## src/source/cnn_pkg.sv

```systemverilog
package cnn_pkg;

    // Q8.8 fixed point
    localparam int BIT_SIZE = 16;
    localparam int FRACTIONAL_BITS = 8;

    // Room in the flat constant vectors handed to the conv layers
    localparam int MAX_WEIGHTS = 256;
    localparam int MAX_FILTERS = 16;

    // Activation or weight, signed Q8.8
    typedef logic signed [BIT_SIZE-1:0] pixel_t;

    // Q16.16 sum of products, headroom for a full 3x3x4 window plus bias
    typedef logic signed [39:0] acc_t;

    // Up to 16 classes
    typedef logic [3:0] class_t;

    // Flat weight and bias vectors, filter outermost
    typedef logic [MAX_WEIGHTS*BIT_SIZE-1:0] weight_vec_t;
    typedef logic [MAX_FILTERS*BIT_SIZE-1:0] bias_vec_t;

    // Winning class and its score
    typedef struct packed {
        class_t class_id;
        pixel_t score;
    } result_t;

    // Multiple of 0.25 in [-1.0, +1.0]
    function automatic pixel_t weight_value(input int layer, input int filter,
                                            input int channel, input int row,
                                            input int col);
        int step;
        step = (7 * filter + 5 * channel + 3 * row + 2 * col + layer) % 9;
        return pixel_t'((step - 4) * 64);
    endfunction

    // -0.125, 0 or +0.125
    function automatic pixel_t bias_value(input int layer, input int filter);
        int step;
        step = (filter + layer) % 3;
        return pixel_t'((step - 1) * 32);
    endfunction

    // Packs filter, channel, row, column with column fastest
    function automatic weight_vec_t layer_weights(input int layer, input int filters,
                                                  input int in_channels,
                                                  input int ker_size);
        weight_vec_t w;
        int idx;
        w = '0;
        for (int f = 0; f < filters; f++) begin
            for (int c = 0; c < in_channels; c++) begin
                for (int r = 0; r < ker_size; r++) begin
                    for (int k = 0; k < ker_size; k++) begin
                        idx = ((f * in_channels + c) * ker_size + r) * ker_size + k;
                        w[idx*BIT_SIZE +: BIT_SIZE] = weight_value(layer, f, c, r, k);
                    end
                end
            end
        end
        return w;
    endfunction

    // One bias per filter, filter 0 in the lowest bits
    function automatic bias_vec_t layer_biases(input int layer, input int filters);
        bias_vec_t b;
        b = '0;
        for (int f = 0; f < filters; f++) begin
            b[f*BIT_SIZE +: BIT_SIZE] = bias_value(layer, f);
        end
        return b;
    endfunction

endpackage
```

## src/source/global_max_pool.sv

```systemverilog
`timescale 1ns/1ps

module global_max_pool #(
    parameter int NUM_CLASSES = 4,
    parameter int ACTIVATIONS_GMP = 16
) (
    input  logic clk,
    input  logic rst,
    input  cnn_pkg::pixel_t [NUM_CLASSES*ACTIVATIONS_GMP-1:0] fmap_in,
    output cnn_pkg::pixel_t [NUM_CLASSES-1:0] class_scores
);

    // Per-map maxima before the register
    cnn_pkg::pixel_t [NUM_CLASSES-1:0] map_max;

    for (genvar k = 0; k < NUM_CLASSES; k++) begin : g_map

        // Signed maximum over every position of map k
        always_comb begin
            cnn_pkg::pixel_t best;
            cnn_pkg::pixel_t cand;
            best = cnn_pkg::pixel_t'(fmap_in[k*ACTIVATIONS_GMP]);
            for (int p = 1; p < ACTIVATIONS_GMP; p++) begin
                cand = cnn_pkg::pixel_t'(fmap_in[k*ACTIVATIONS_GMP + p]);
                if (cand > best) begin
                    best = cand;
                end
            end
            map_max[k] = best;
        end

        // Score dominates the first position of its map from one cycle before
        assert property (@(posedge clk) disable iff (!rst)
            $past(rst) |->
            cnn_pkg::pixel_t'(class_scores[k]) >=
            cnn_pkg::pixel_t'($past(fmap_in[k*ACTIVATIONS_GMP])))
            else $error("global_max_pool: score %0d below its first activation", k);

    end

    always_ff @(posedge clk) begin
        if (!rst) begin
            class_scores <= '0;
        end else begin
            class_scores <= map_max;
        end
    end

endmodule

```

## config.mk

```make
export PLATFORM = sky130hd
export DESIGN_NAME = global_max_pool
export DESIGN_NICKNAME = d
export VERILOG_FILES = /design/src/source/cnn_pkg.sv /design/src/source/global_max_pool.sv
export SDC_FILE = /design/constraint.sdc
export NUM_CORES = 2
export LEC_CHECK = 0
export BUFFER_PORTS_ARGS = -buffer_cell sky130_fd_sc_hd__buf_2
export CAP_MARGIN = 20
export CORE_AREA = 2 2 424 426
export DETAILED_ROUTE_END_ITERATION = 8
export DIE_AREA = 0 0 426 428
export SLEW_MARGIN = 20
export SYNTH_ARGS = -nofsm -noshare
export SYNTH_HDL_FRONTEND = slang
export SYNTH_SLANG_ARGS = --single-unit
```

## constraint.sdc

```tcl
create_clock -name clk -period 103.1 [get_ports clk]
set_clock_uncertainty 0.1 [all_clocks]
set_input_delay 10.31 -clock clk [delete_from_list [all_inputs] [get_ports clk]]
set_output_delay 10.31 -clock clk [all_outputs]
set_load 0.1 [all_outputs]
```

==> run_summary.xml <==
<?xml version="1.0" encoding="UTF-8"?>
<metrics>
  <group name="status">
    <metric name="status" unit="">completed</metric>
  </group>
  <group name="clocking">
    <metric name="cts.path.max_buffers" unit="">2</metric>
    <metric name="cts_h_tree_depth" unit="">3</metric>
    <metric name="number_of_post_cts_setup_repair_buffers" unit="">0</metric>
    <metric name="cts_repair_resize_count" unit="">0</metric>
    <metric name="cts-buffers-inserted" unit="">9</metric>
    <metric name="clock-root-buffer" unit="">sky130_fd_sc_hd__clkbuf_16</metric>
    <metric name="tritoncts" unit="">yes</metric>
    <metric name="clk_pin_slew_worst_paths" unit="ps">70</metric>
    <metric name="cts_sinks" unit="">64</metric>
    <metric name="cts-hold-fix-buffers" unit="">0</metric>
  </group>
  <group name="synth">
    <metric name="yosysTopAreaCell" unit="">sky130_fd_sc_hd__ha_1</metric>
    <metric name="synthMostInstantiatedCell" unit="">sky130_fd_sc_hd__ha_1</metric>
    <metric name="netlist.area_leader.share" unit="">0.256</metric>
    <metric name="postSynthRegisterBits" unit="">64</metric>
    <metric name="synth.cell_area" unit="µm²">41900</metric>
    <metric name="mapped_avg_cell_area" unit="µm²">7.00</metric>
    <metric name="post_synth_most_frequent_cells" unit="">sky130_fd_sc_hd__ha_1 (856), sky130_fd_sc_hd__inv_1 (811), sky130_fd_sc_hd__a21oi_1 (529), sky130_fd_sc_hd__nor2_1 (467), sky130_fd_sc_hd__nand2_1 (404)</metric>
    <metric name="fraction_of_registers_with_async_set_reset" unit="">0</metric>
    <metric name="synth_cells" unit="">5982</metric>
    <metric name="synth_seq_area_share" unit="">0.0306</metric>
    <metric name="synthDistinctLibCells" unit="">125</metric>
    <metric name="total_nets_after_synthesis" unit="">7864</metric>
    <metric name="yosys_warnings" unit="">0</metric>
    <metric name="synth_flop_cell" unit="">sky130_fd_sc_hd__dfxtp_1</metric>
    <metric name="synth_top_cells_by_area" unit="">sky130_fd_sc_hd__ha_1 (26%), sky130_fd_sc_hd__inv_1 (7.3%), sky130_fd_sc_hd__mux2_2 (7.0%)</metric>
    <metric name="synth-edff-count" unit="">0</metric>
  </group>
  <group name="route">
    <metric name="top_layer" unit="">met5</metric>
    <metric name="met3_length" unit="mm">14.5</metric>
    <metric name="drt-initial-drc-count" unit="">3463</metric>
    <metric name="drt-pass1-iter-count" unit="">6</metric>
    <metric name="route.layer.met1.wl" unit="mm">88.0</metric>
    <metric name="vias_per_cell" unit="">5.24</metric>
    <metric name="remaining_drc_errors" unit="">0</metric>
    <metric name="routedWlPerCell" unit="µm">23.4</metric>
    <metric name="antenna_left" unit="">0</metric>
    <metric name="wire_length_on_met2" unit="mm">109</metric>
    <metric name="drt-total-wl" unit="mm">221</metric>
    <metric name="vias" unit="">49300</metric>
  </group>
  <group name="timing">
    <metric name="fin_tns_setup" unit="ps">0</metric>
    <metric name="worst-slew-pin-transition" unit="ps">1080</metric>
    <metric name="hold_viol_final" unit="">0</metric>
    <metric name="final_max_slew_viol_count" unit="">0</metric>
    <metric name="grt_setup_unrepaired" unit="">false</metric>
    <metric name="finalWorstSetupSlack" unit="ps">48890</metric>
    <metric name="finalSetupViolations" unit="">0</metric>
    <metric name="fin_crit" unit="ps">54210</metric>
    <metric name="finalCritPeriodShare" unit="">0.526</metric>
    <metric name="slew-limit-headroom" unit="">0.281</metric>
    <metric name="max_freq" unit="MHz">18.4</metric>
    <metric name="fin_worst_hold_slack" unit="ps">10120</metric>
  </group>
  <group name="worst_setup_path">
    <metric name="critical_path_peak_fanout" unit="">58</metric>
    <metric name="timing.critical_path.from" unit="">fmap_in[271]</metric>
    <metric name="critical-path-top-delay-family" unit="">compound AO/OA/AOI/OAI gates</metric>
    <metric name="cp_slowest_cell" unit="">sky130_fd_sc_hd__o31a_1</metric>
    <metric name="most_frequent_cp_cell" unit="">sky130_fd_sc_hd__a21oi_1</metric>
    <metric name="cp-start-kind" unit="">input port</metric>
    <metric name="worstPathRequired" unit="ps">103240</metric>
    <metric name="critPathKind" unit="">in2reg</metric>
    <metric name="critPathBufInv" unit="">22</metric>
    <metric name="critPathArrivalTime" unit="ps">54340</metric>
    <metric name="worstSetupEndpointType" unit="">register</metric>
    <metric name="slowest_delay" unit="ps">740</metric>
  </group>
  <group name="floorplanning">
    <metric name="die-height" unit="µm">428</metric>
    <metric name="fp.coreArea" unit="µm²">178000</metric>
    <metric name="io_pins" unit="">1090</metric>
    <metric name="floorplan.initialDensity" unit="">0.236</metric>
    <metric name="die_area" unit="µm²">182000</metric>
    <metric name="die_w" unit="µm">426</metric>
    <metric name="floorplan.rows" unit="">155</metric>
  </group>
  <group name="final_layout">
    <metric name="fin_area" unit="µm²">50500</metric>
    <metric name="layout_cell_share_with_drive_strength_beyond_1" unit="">0.222</metric>
    <metric name="reg.largest.list" unit="">class_scores x64</metric>
    <metric name="number_of_filler_instances_in_the_final_layout" unit="">19700</metric>
    <metric name="finish.net_count" unit="">8833</metric>
    <metric name="largest_register_ffs" unit="">64</metric>
    <metric name="ff_latch_area" unit="µm²">1280</metric>
    <metric name="register_containing_the_most_flip_flops_in_the_final_layout" unit="">class_scores</metric>
    <metric name="synthToLayoutAreaGrowth" unit="%">20.7</metric>
    <metric name="multiInputGateArea" unit="µm²">36900</metric>
  </group>
  <group name="min_path">
    <metric name="hold_path.class" unit="">in2reg</metric>
    <metric name="worst_hold_path.num_cells" unit="">3</metric>
    <metric name="hold_path_startpoint" unit="">fmap_in[510]</metric>
    <metric name="worst_hold_path.endpoint" unit="">class_scores[30]</metric>
  </group>
  <group name="run">
    <metric name="cap_viol_max_count" unit="">0</metric>
  </group>
  <group name="grt">
    <metric name="globalRouteOverflowTotal" unit="">0</metric>
    <metric name="pin_count_of_the_biggest_net_entering_global_routing" unit="">59</metric>
    <metric name="antenna_found_initial" unit="">196</metric>
    <metric name="number_of_global_route_vias_before_repair" unit="">47200</metric>
    <metric name="grt_first_pass_wirelength" unit="mm">314</metric>
    <metric name="gr_usage_total" unit="">0.229</metric>
  </group>
  <group name="placement">
    <metric name="routabilityCongestion" unit="">1.02</metric>
    <metric name="dpl.hpwl" unit="mm">201</metric>
    <metric name="pre_cts_ws" unit="ps">49390</metric>
    <metric name="place_area" unit="µm²">49900</metric>
    <metric name="place.port_buffers" unit="">1089</metric>
  </group>
</metrics>
==> per-layer routing <==
metal  track usage  vias to the layer above
li1              -                    23800
met1         0.266                    23000
met2         0.411                     1859
met3        0.0427                      465
met4        0.0859                       82
met5             0                        -
==> logic make-up after synthesis <==
kind of cell    share of synthesized area
compound gates                      0.254
xor+xnor                           0.0152
fa+ha+maj                           0.259
buf+inv                            0.0901
flops                              0.0306
mux                                 0.121
simple gates                        0.231
==> cell type report <==
| class | count | share of cell area |
|---|---|---|
| Antenna cell | 97 | 0.00480 |
| Clock buffer | 10 | 0.00473 |
| Clock inverter | 6 | 0.00181 |
| Inverter | 811 | 0.0603 |
| Multi-Input combinational cell | 4933 | 0.730 |
| Sequential cell | 64 | 0.0254 |
| Tap cell | 2355 | 0.0583 |
| Timing Repair Buffer | 1132 | 0.114 |
==> cells in the final DEF, fill, tap and decap left out, types with 43 or more instances in the layout <==
cell and count:
sky130_fd_sc_hd__a21o_1 142, sky130_fd_sc_hd__a21oi_1 528, sky130_fd_sc_hd__and2_1 44, sky130_fd_sc_hd__and3_1 52, sky130_fd_sc_hd__and4_1 43, sky130_fd_sc_hd__buf_2 1088, sky130_fd_sc_hd__buf_4 44, sky130_fd_sc_hd__dfxtp_1 64
sky130_fd_sc_hd__diode_2 97, sky130_fd_sc_hd__ha_1 856, sky130_fd_sc_hd__inv_1 811, sky130_fd_sc_hd__mux2_2 262, sky130_fd_sc_hd__mux2i_1 193, sky130_fd_sc_hd__nand2_1 404, sky130_fd_sc_hd__nand2b_1 112, sky130_fd_sc_hd__nand3_1 166
sky130_fd_sc_hd__nand4_1 189, sky130_fd_sc_hd__nor2_1 467, sky130_fd_sc_hd__nor2b_1 163, sky130_fd_sc_hd__nor3_1 96, sky130_fd_sc_hd__o211ai_1 53, sky130_fd_sc_hd__o21ai_0 354, sky130_fd_sc_hd__xnor2_1 56
==> how the worst max path moves through the flow <==
stage | slack [ps] | end | cells after the start
floorplan | 55190 | class_scores[22] | 222
global placement | 49910 | class_scores[26] | 209
detailed placement | 49390 | class_scores[26] | 210
CTS | 49640 | class_scores[24] | 210
global route | 44910 | class_scores[24] | 210
finish | 48890 | class_scores[24] | 210
==> per-stage QoR <==
stage	util	instances
detailed placement	0.281	9295
CTS	0.283	9311
global route	0.284	9379
floorplan	-	5982
finish	0.284	9408
global placement	0.281	9295
Power is not shown: default switching activity piles up to over one toggle a cycle in this logic, so the estimate is an artifact.
