===== src/source/cnn_pkg.sv =====
package cnn_pkg;

    // Q8.8 fixed point
    localparam int BIT_SIZE = 16;
    localparam int FRACTIONAL_BITS = 8;

    // Room in the flat constant vectors handed to the conv layers
    localparam int MAX_WEIGHTS = 256;
    localparam int MAX_FILTERS = 16;

    // Activation or weight, signed Q8.8
    typedef logic signed [BIT_SIZE-1:0] pixel_t;

    // Q16.16 sum of products, headroom for a full 3x3x4 window plus bias
    typedef logic signed [39:0] acc_t;

    // Up to 16 classes
    typedef logic [3:0] class_t;

    // Flat weight and bias vectors, filter outermost
    typedef logic [MAX_WEIGHTS*BIT_SIZE-1:0] weight_vec_t;
    typedef logic [MAX_FILTERS*BIT_SIZE-1:0] bias_vec_t;

    // Winning class and its score
    typedef struct packed {
        class_t class_id;
        pixel_t score;
    } result_t;

    // Multiple of 0.25 in [-1.0, +1.0]
    function automatic pixel_t weight_value(input int layer, input int filter,
                                            input int channel, input int row,
                                            input int col);
        int step;
        step = (7 * filter + 5 * channel + 3 * row + 2 * col + layer) % 9;
        return pixel_t'((step - 4) * 64);
    endfunction

    // -0.125, 0 or +0.125
    function automatic pixel_t bias_value(input int layer, input int filter);
        int step;
        step = (filter + layer) % 3;
        return pixel_t'((step - 1) * 32);
    endfunction

    // Packs filter, channel, row, column with column fastest
    function automatic weight_vec_t layer_weights(input int layer, input int filters,
                                                  input int in_channels,
                                                  input int ker_size);
        weight_vec_t w;
        int idx;
        w = '0;
        for (int f = 0; f < filters; f++) begin
            for (int c = 0; c < in_channels; c++) begin
                for (int r = 0; r < ker_size; r++) begin
                    for (int k = 0; k < ker_size; k++) begin
                        idx = ((f * in_channels + c) * ker_size + r) * ker_size + k;
                        w[idx*BIT_SIZE +: BIT_SIZE] = weight_value(layer, f, c, r, k);
                    end
                end
            end
        end
        return w;
    endfunction

    // One bias per filter, filter 0 in the lowest bits
    function automatic bias_vec_t layer_biases(input int layer, input int filters);
        bias_vec_t b;
        b = '0;
        for (int f = 0; f < filters; f++) begin
            b[f*BIT_SIZE +: BIT_SIZE] = bias_value(layer, f);
        end
        return b;
    endfunction

endpackage

===== src/source/class_argmax.sv =====
`timescale 1ns/1ps

module class_argmax #(
    parameter int NUM_CLASSES = 4
) (
    input  logic clk,
    input  logic rst,
    input  cnn_pkg::pixel_t [NUM_CLASSES-1:0] class_scores,
    output cnn_pkg::result_t result
);

    // Winner before the register
    cnn_pkg::result_t best;

    // Scan in index order
    always_comb begin
        cnn_pkg::pixel_t cand;
        best.class_id = '0;
        best.score = cnn_pkg::pixel_t'(class_scores[0]);
        for (int k = 1; k < NUM_CLASSES; k++) begin
            cand = cnn_pkg::pixel_t'(class_scores[k]);
            // strict compare keeps the lower index on a tie
            if (cand > best.score) begin
                best.class_id = cnn_pkg::class_t'(k);
                best.score = cand;
            end
        end
    end

    // Reset value reads as class 0 with score 0
    always_ff @(posedge clk) begin
        if (!rst) begin
            result <= '0;
        end else begin
            result <= best;
        end
    end

    // Index always names an existing class
    assert property (@(posedge clk) disable iff (!rst)
        int'(result.class_id) < NUM_CLASSES)
        else $error("class_argmax: class index %0d out of range", result.class_id);

endmodule


===== config.mk =====
export PLATFORM = sky130hd
export DESIGN_NAME = class_argmax
export DESIGN_NICKNAME = d
export VERILOG_FILES = /design/src/source/cnn_pkg.sv /design/src/source/class_argmax.sv
export SDC_FILE = /design/constraint.sdc
export NUM_CORES = 1
export LEC_CHECK = 0
export BUFFER_PORTS_ARGS = -buffer_cell sky130_fd_sc_hd__buf_2
export CAP_MARGIN = 20
export CORE_ASPECT_RATIO = 0.7
export CORE_MARGIN = 2
export CORE_UTILIZATION = 52
export DETAILED_ROUTE_END_ITERATION = 10
export GPL_ROUTABILITY_DRIVEN = 0
export MAX_ROUTING_LAYER = met4
export PLACE_DENSITY = 0.82
export REMOVE_ABC_BUFFERS = 1
export SETUP_SLACK_MARGIN = 0.5
export SLEW_MARGIN = 20
export SYNTH_ARGS = -nofsm -noshare
export SYNTH_HDL_FRONTEND = slang
export SYNTH_SLANG_ARGS = --single-unit

===== constraint.sdc =====
create_clock -name clk -period 20.3 [get_ports clk]
set_input_delay 2.03 -clock clk [delete_from_list [all_inputs] [get_ports clk]]
set_output_delay 2.03 -clock clk [all_outputs]
set_load 0.03 [all_outputs]

==> summary.txt, run 1 <==
Timing
  – Number of setup violations in the final report: 0
  – Tmin final: 9.86 ns
  – Slew HR: 38.3%
  – Post-route clock period utilization: 48.6%
  – Peak Freq: 101 MHz
  – Hold WS: 2.00 ns
  – Tightest Pin Transition: 0.925 ns
  – TNS Setup: 0 ns
  – Max Slew Vio Count: 0
  – RSZ-0062 raised after global routing: false
  – Hold Vio Cnt, Final: 0

Layout
  – Largest reg by FF count: result
  – Syn-to-layout area delta: 17.4%
  – # diodes: 0
  – Commonest non-fill, non-tap cell in the layout: buf_2
  – Layout cells sized above 1: 26.5%
  – Most frequent cells in the layout: buf_2 (83), ha_1 (46), inv_1 (36)
  – Fin nets: 525
  – Largest register FFs: 18
  – Top flop regs: result x18

Global routing
  – Total gr overflow: 0
  – Vias in the first global route: 2,809
  – Global-route wire length before repair: 12.4 mm
  – Initial antenna violation count: 0
  – GRT Util Overall: 27.9%
  – Largest net degree at the start of global routing: 29

Route
  – DRC: 0
  – Post-route ant nets: 0
  – DRT iter0 DRCs: 276
  – DR pass1 iterations: 5
  – DR WL/cell: 15.5 um
  – WL final: 7.47 mm
  – DR vias: 2,927
  – Via density: 6.09

Power and ir drop
  – P per Cell Area: 79.3 mW/mm2
  – LEAKAGE: 0.00161 uW
  – VDD IR max: 0.0509 mV

Setup path
  – CP Data Arrival Time: 10.01 ns
  – CP Capture Type: flop
  – Startpoint types: primary input
  – Cell repeated most along the worst path: a21o_1
  – WP data required: 20.45 ns
  – CP Max Fanout: 28
  – Max incr delay on CP: 0.68 ns
  – Worst Setup Path Type: in -> reg
  – CP max-delay cell: and3_1

Status
  – Status: finished, final reports clean

Worst hold path
  – WHS Path Cells: 3
  – Hold Path Class: in -> reg

Logic synthesis
  – Mean Syn Cell Area: 7.76 um2
  – Cell variety after synth: 58
  – Sequential share of the synthesized area: 13.6%
  – Ys Warns: 0
  – Synthesized instance count: 341
  – FF+latch count, synth: 18
  – Async set-reset flop share out of synthesis: 0%
  – Mapped cell area: 0.00265 mm2
  – Top FF cell, synth: dfxtp_1
  – EDFF count, synth: 0

Clock tree
  – Clk slew on worst S/H paths: 0.07 ns
  – Num CTS Buffers: 3
  – TritonCTS clock tree: yes
  – H-Tree Level Count: 1
  – # resized after CTS: 0
  – CTS sink cnt: 18
  – Max clock buf depth: 2
  – Clock Tree Root: clkbuf_8
  – Postcts setup bufs: 0
  – CTS Hold Buffers Added: 0

Die
  – Die ar.: 0.00569 mm2
  – IO Pins: 86
  – Site row count: 21
  – Chip height: 63.7 um
  – Core ar.: 0.00483 mm2
  – Initial core utilization: 54.8%
  – Die X: 89.3 um

Placed design
  – Port Buffer Count: 83
  – Dpl hpwl: 6.08 mm

Run
  – Max-cap violations: 0
[cells in the mapped netlist (7+ instances only)]
cell type  count  area [um2]
o21ai_0       16        80.1
a21oi_1       10        50.1
nand4_1        7        43.8
o31ai_1       18         135
nor4_1        16         100
nand2_1       24        90.1
ha_1          46         576
or2_1         13        81.3
dfxtp_1       18         360
inv_1         36         135
a31oi_1       15        93.8
a21o_1        14         105
nand3_1       27         135
[through the flow]
stage	power, uW	area [um2]	worst slack (ns)	cells	util [%]
6_report	247	3110	10.44	481	64.3
5_1_grt	267	3110	9.88	481	64.3
4_1_cts	244	3110	10.65	481	64.3
3_5_place_dp	213	3050	10.42	477	63.1
3_3_place_gp	210	3050	10.70	477	63.1
2_1_floorplan	169	2540	10.90	324	-
[power breakdown]
group          internal (uW)  total (uW)  switching [uW]
Sequential              47.4        50.1            2.70
Combinational           61.4         166             105
Clock                   17.3        30.2            12.9
[routing by layer]
metal  share of wire (%)  global-route usage, %
met3                 9.3                   5.77
met2                  43                   40.2
met4                 1.7                   6.34
met1                  46                   39.8
met5                   0                      -
[final cells by class]
cell class,instances,area [um2]
multi-input combinational,270,2050
inverter,36,135
tap,69,86.3
timing repair buffer,84,423
clock buffer,4,55.1
sequential,18,360
fill,430,1730
[cell families (layout without fill, tap and decap cells)]
| logic type | after synthesis | after routing | synth area share (%) |
|---|---|---|---|
| fa+ha+maj | 46 | 46 | 21.7 |
| simple gates | 117 | 117 | 25.5 |
| flops | 18 | 18 | 13.6 |
| compound gates | 101 | 101 | 28.2 |
| other cells | 1 | 2 | 0.142 |
| mux | 2 | 2 | 0.803 |
| buf+inv | 54 | 124 | 9.31 |
| xor+xnor | 2 | 2 | 0.662 |
[path summary, 6_finish.rpt]
check	from	endpoint	slack [ns]
setup / recovery	class_scores[15]	result[0]$_SDFF_PN0_	10.44
hold / removal	class_scores[54]	result[6]$_SDFF_PN0_	2.00
[critical path: cells and delay by family]
| family | cells | cell delay (ns) |
|---|---|---|
| mux | 1 | 0.25 |
| simple gates | 9 | 2.73 |
| fa+ha+maj | 3 | 1.08 |
| buf+inv | 4 | 0.49 |
| compound gates | 17 | 3.41 |
(Power assumes the default switching activity.)
==> run 2: changes to the inputs <==
- CORE_UTILIZATION: 52 -> 47
- PLACE_DENSITY: 0.82 -> 0.78
- clock period: 20.3 -> 8.4 ns (I/O delays scaled with it)
==> summary.txt, run 2 (same netlist as run 1, synthesis figures left out) <==
Status
  – Status: finished, final reports clean

Layout
  – Filler cell count in the final layout: 504 (+17%)
  – Commonest non-fill, non-tap cell in the layout: buf_2
  – Largest reg by FF count: result
  – Fin nets: 534 (+1.7%)
  – Syn-to-layout area delta: 21.5%
  – Largest register FFs: 18 (unchanged)
  – Most frequent cells in the layout: buf_2 (83), ha_1 (45), inv_1 (36)
  – Layout cells sized above 1: 29.7% (+3.2 points)
  – # diodes: 0 (unchanged)
  – Top flop regs: result x18
  – Final non-filler cell total: 493 (+2.5%)

Setup path
  – Max incr delay on CP: 0.45 ns (-0.23 ns)
  – WP data required: 8.56 ns (-11.89 ns)
  – Cell repeated most along the worst path: a21o_1
  – CP Max Fanout: 26 (-7.1%)
  – CP Capture Type: flop
  – CP Data Arrival Time: 7.53 ns (-2.48 ns)
  – CP max-delay cell: ha_2
  – Critical path origin: class_scores[15]
  – Worst Setup Path Type: in -> reg
  – Startpoint types: primary input

Global routing
  – GRT Util Overall: 27.1% (-0.78 points)
  – Largest net degree at the start of global routing: 27 (-6.9%)
  – Global-route wire length before repair: 13.3 mm (+6.6%)
  – Total gr overflow: 0 (unchanged)
  – Vias in the first global route: 2,827 (+0.64%)
  – Initial antenna violation count: 0 (unchanged)

Clock tree
  – Max clock buf depth: 2 (unchanged)
  – Clock Tree Root: clkbuf_8
  – H-Tree Level Count: 1 (unchanged)
  – Num CTS Buffers: 3 (unchanged)
  – CTS Hold Buffers Added: 0 (unchanged)
  – Clk slew on worst S/H paths: 0.07 ns (about the same)
  – CTS sink cnt: 18 (unchanged)
  – TritonCTS clock tree: yes

Power and ir drop
  – P per Cell Area: 193 mW/mm2 (+140%)
  – LEAKAGE: 0.00166 uW (+3.0%)
  – VDD IR max: 0.123 mV (+140%)

Timing
  – Post-route clock period utilization: 87.7%
  – Tightest Pin Transition: 0.567 ns (-0.358 ns)
  – Number of setup violations in the final report: 0 (unchanged)
  – Slew HR: 62.2% (+24 points)
  – Tmin final: 7.37 ns
  – Peak Freq: 136 MHz
  – Hold WS: 0.822 ns (-1.18 ns)
  – Hold Vio Cnt, Final: 0 (unchanged)
  – RSZ-0062 raised after global routing: false
  – TNS Setup: 0 ns (unchanged)
  – Max Slew Vio Count: 0 (unchanged)

Worst hold path
  – WHS Path Cells: 3 (unchanged)
  – Hold Path Class: in -> reg
  – Hold Path Origin: class_scores[52]

Route
  – Post-route ant nets: 0 (unchanged)
  – DR WL/cell: 16.1 um (+3.9%)
  – WL final: 7.95 mm (+6.5%)
  – DR pass1 iterations: 5 (unchanged)
  – Via density: 6.02 (-1.1%)
  – DRT iter0 DRCs: 236 (-14%)
  – DRC: 0 (unchanged)
  – DR vias: 2,968 (+1.4%)

Die
  – Die ar.: 0.00626 mm2 (+10%)
  – Core ar.: 0.00534 mm2 (+10%)
  – Chip height: 66.8 um (+4.9%)
  – Initial core utilization: 49.6% (-5.2 points)
  – IO Pins: 86 (unchanged)
  – Die X: 93.7 um (+5.0%)
  – Site row count: 22 (+4.8%)

Placed design
  – Dpl hpwl: 6.43 mm (+5.8%)
  – Port Buffer Count: 83 (unchanged)
  – Placed insts: 488 (+2.3%)

Run
  – Max-cap violations: 0 (unchanged)
run 2: cell types whose count changed in the layout (fill, tap and decap cells not counted), sizes merged:
| cell | before | now |
|---|---|---|
| buf | 84 | 93 |
run 2: final cells by class:
type | instances | area (um2) | area share, %
Tap cell | 72 | 90.1 | 2.80
Clock buffer | 4 | 55.1 | 1.71
Timing Repair Buffer | 93 | 494 | 15.4
Inverter | 36 | 135 | 4.20
Sequential cell | 18 | 360 | 11.2
Multi-Input combinational cell | 270 | 2080 | 64.7
run 2: worst max-delay path: cells and delay by family:
kind,cells,cell delay (ns)
compound gates,17,3.03
mux,1,0.30
simple gates,9,1.86
buf+inv,4,0.43
fa+ha+maj,3,1.04
run 2: metal layers:
| layer | global-route usage (%) | vias to the layer above | wire length (um) |
|---|---|---|---|
| met5 | - | - | 0 |
| met1 | 37.8 | 1352 | 3630 |
| met4 | 5.43 | 0 | 97 |
| met2 | 41.9 | 161 | 3400 |
| li1 | - | 1443 | - |
| met3 | 4.07 | 12 | 825 |
run 2: path summary, 6_finish.rpt:
kind,endpoint,slack (ns)
setup / recovery,result[3]$_SDFF_PN0_,1.03
hold / removal,result[4]$_SDFF_PN0_,0.82
run 2: timing repair:
item	4_1_cts	5_1_grt
pin swaps	0	1
setup buffers	0	1
setup endpoints to repair	1	17
gates resized for setup	1	9
run 2: report_power, final:
| group | total (uW) | leakage [uW] | internal (uW) | switching, uW |
|---|---|---|---|---|
| Clock | 74.0 | 0.0000288 | 41.8 | 32.2 |
| Combinational | 425 | 0.00148 | 162 | 263 |
| Sequential | 121 | 0.000150 | 115 | 6.60 |
| Total | 620 | 0.00166 | 318 | 302 |
run 2: per-stage QoR:
step / total power, uW / setup slack [ns] / cell area (um2) / utilization, %
after floorplan: 409 / 0.193 / 2540 / -
after global placement: 524 / 0.479 / 3120 / 58.4
after detailed placement: 532 / 0.252 / 3120 / 58.4
after CTS: 607 / 0.583 / 3170 / 59.4
after global routing: 670 / 0.613 / 3220 / 60.2
final: 620 / 1.03 / 3220 / 60.2
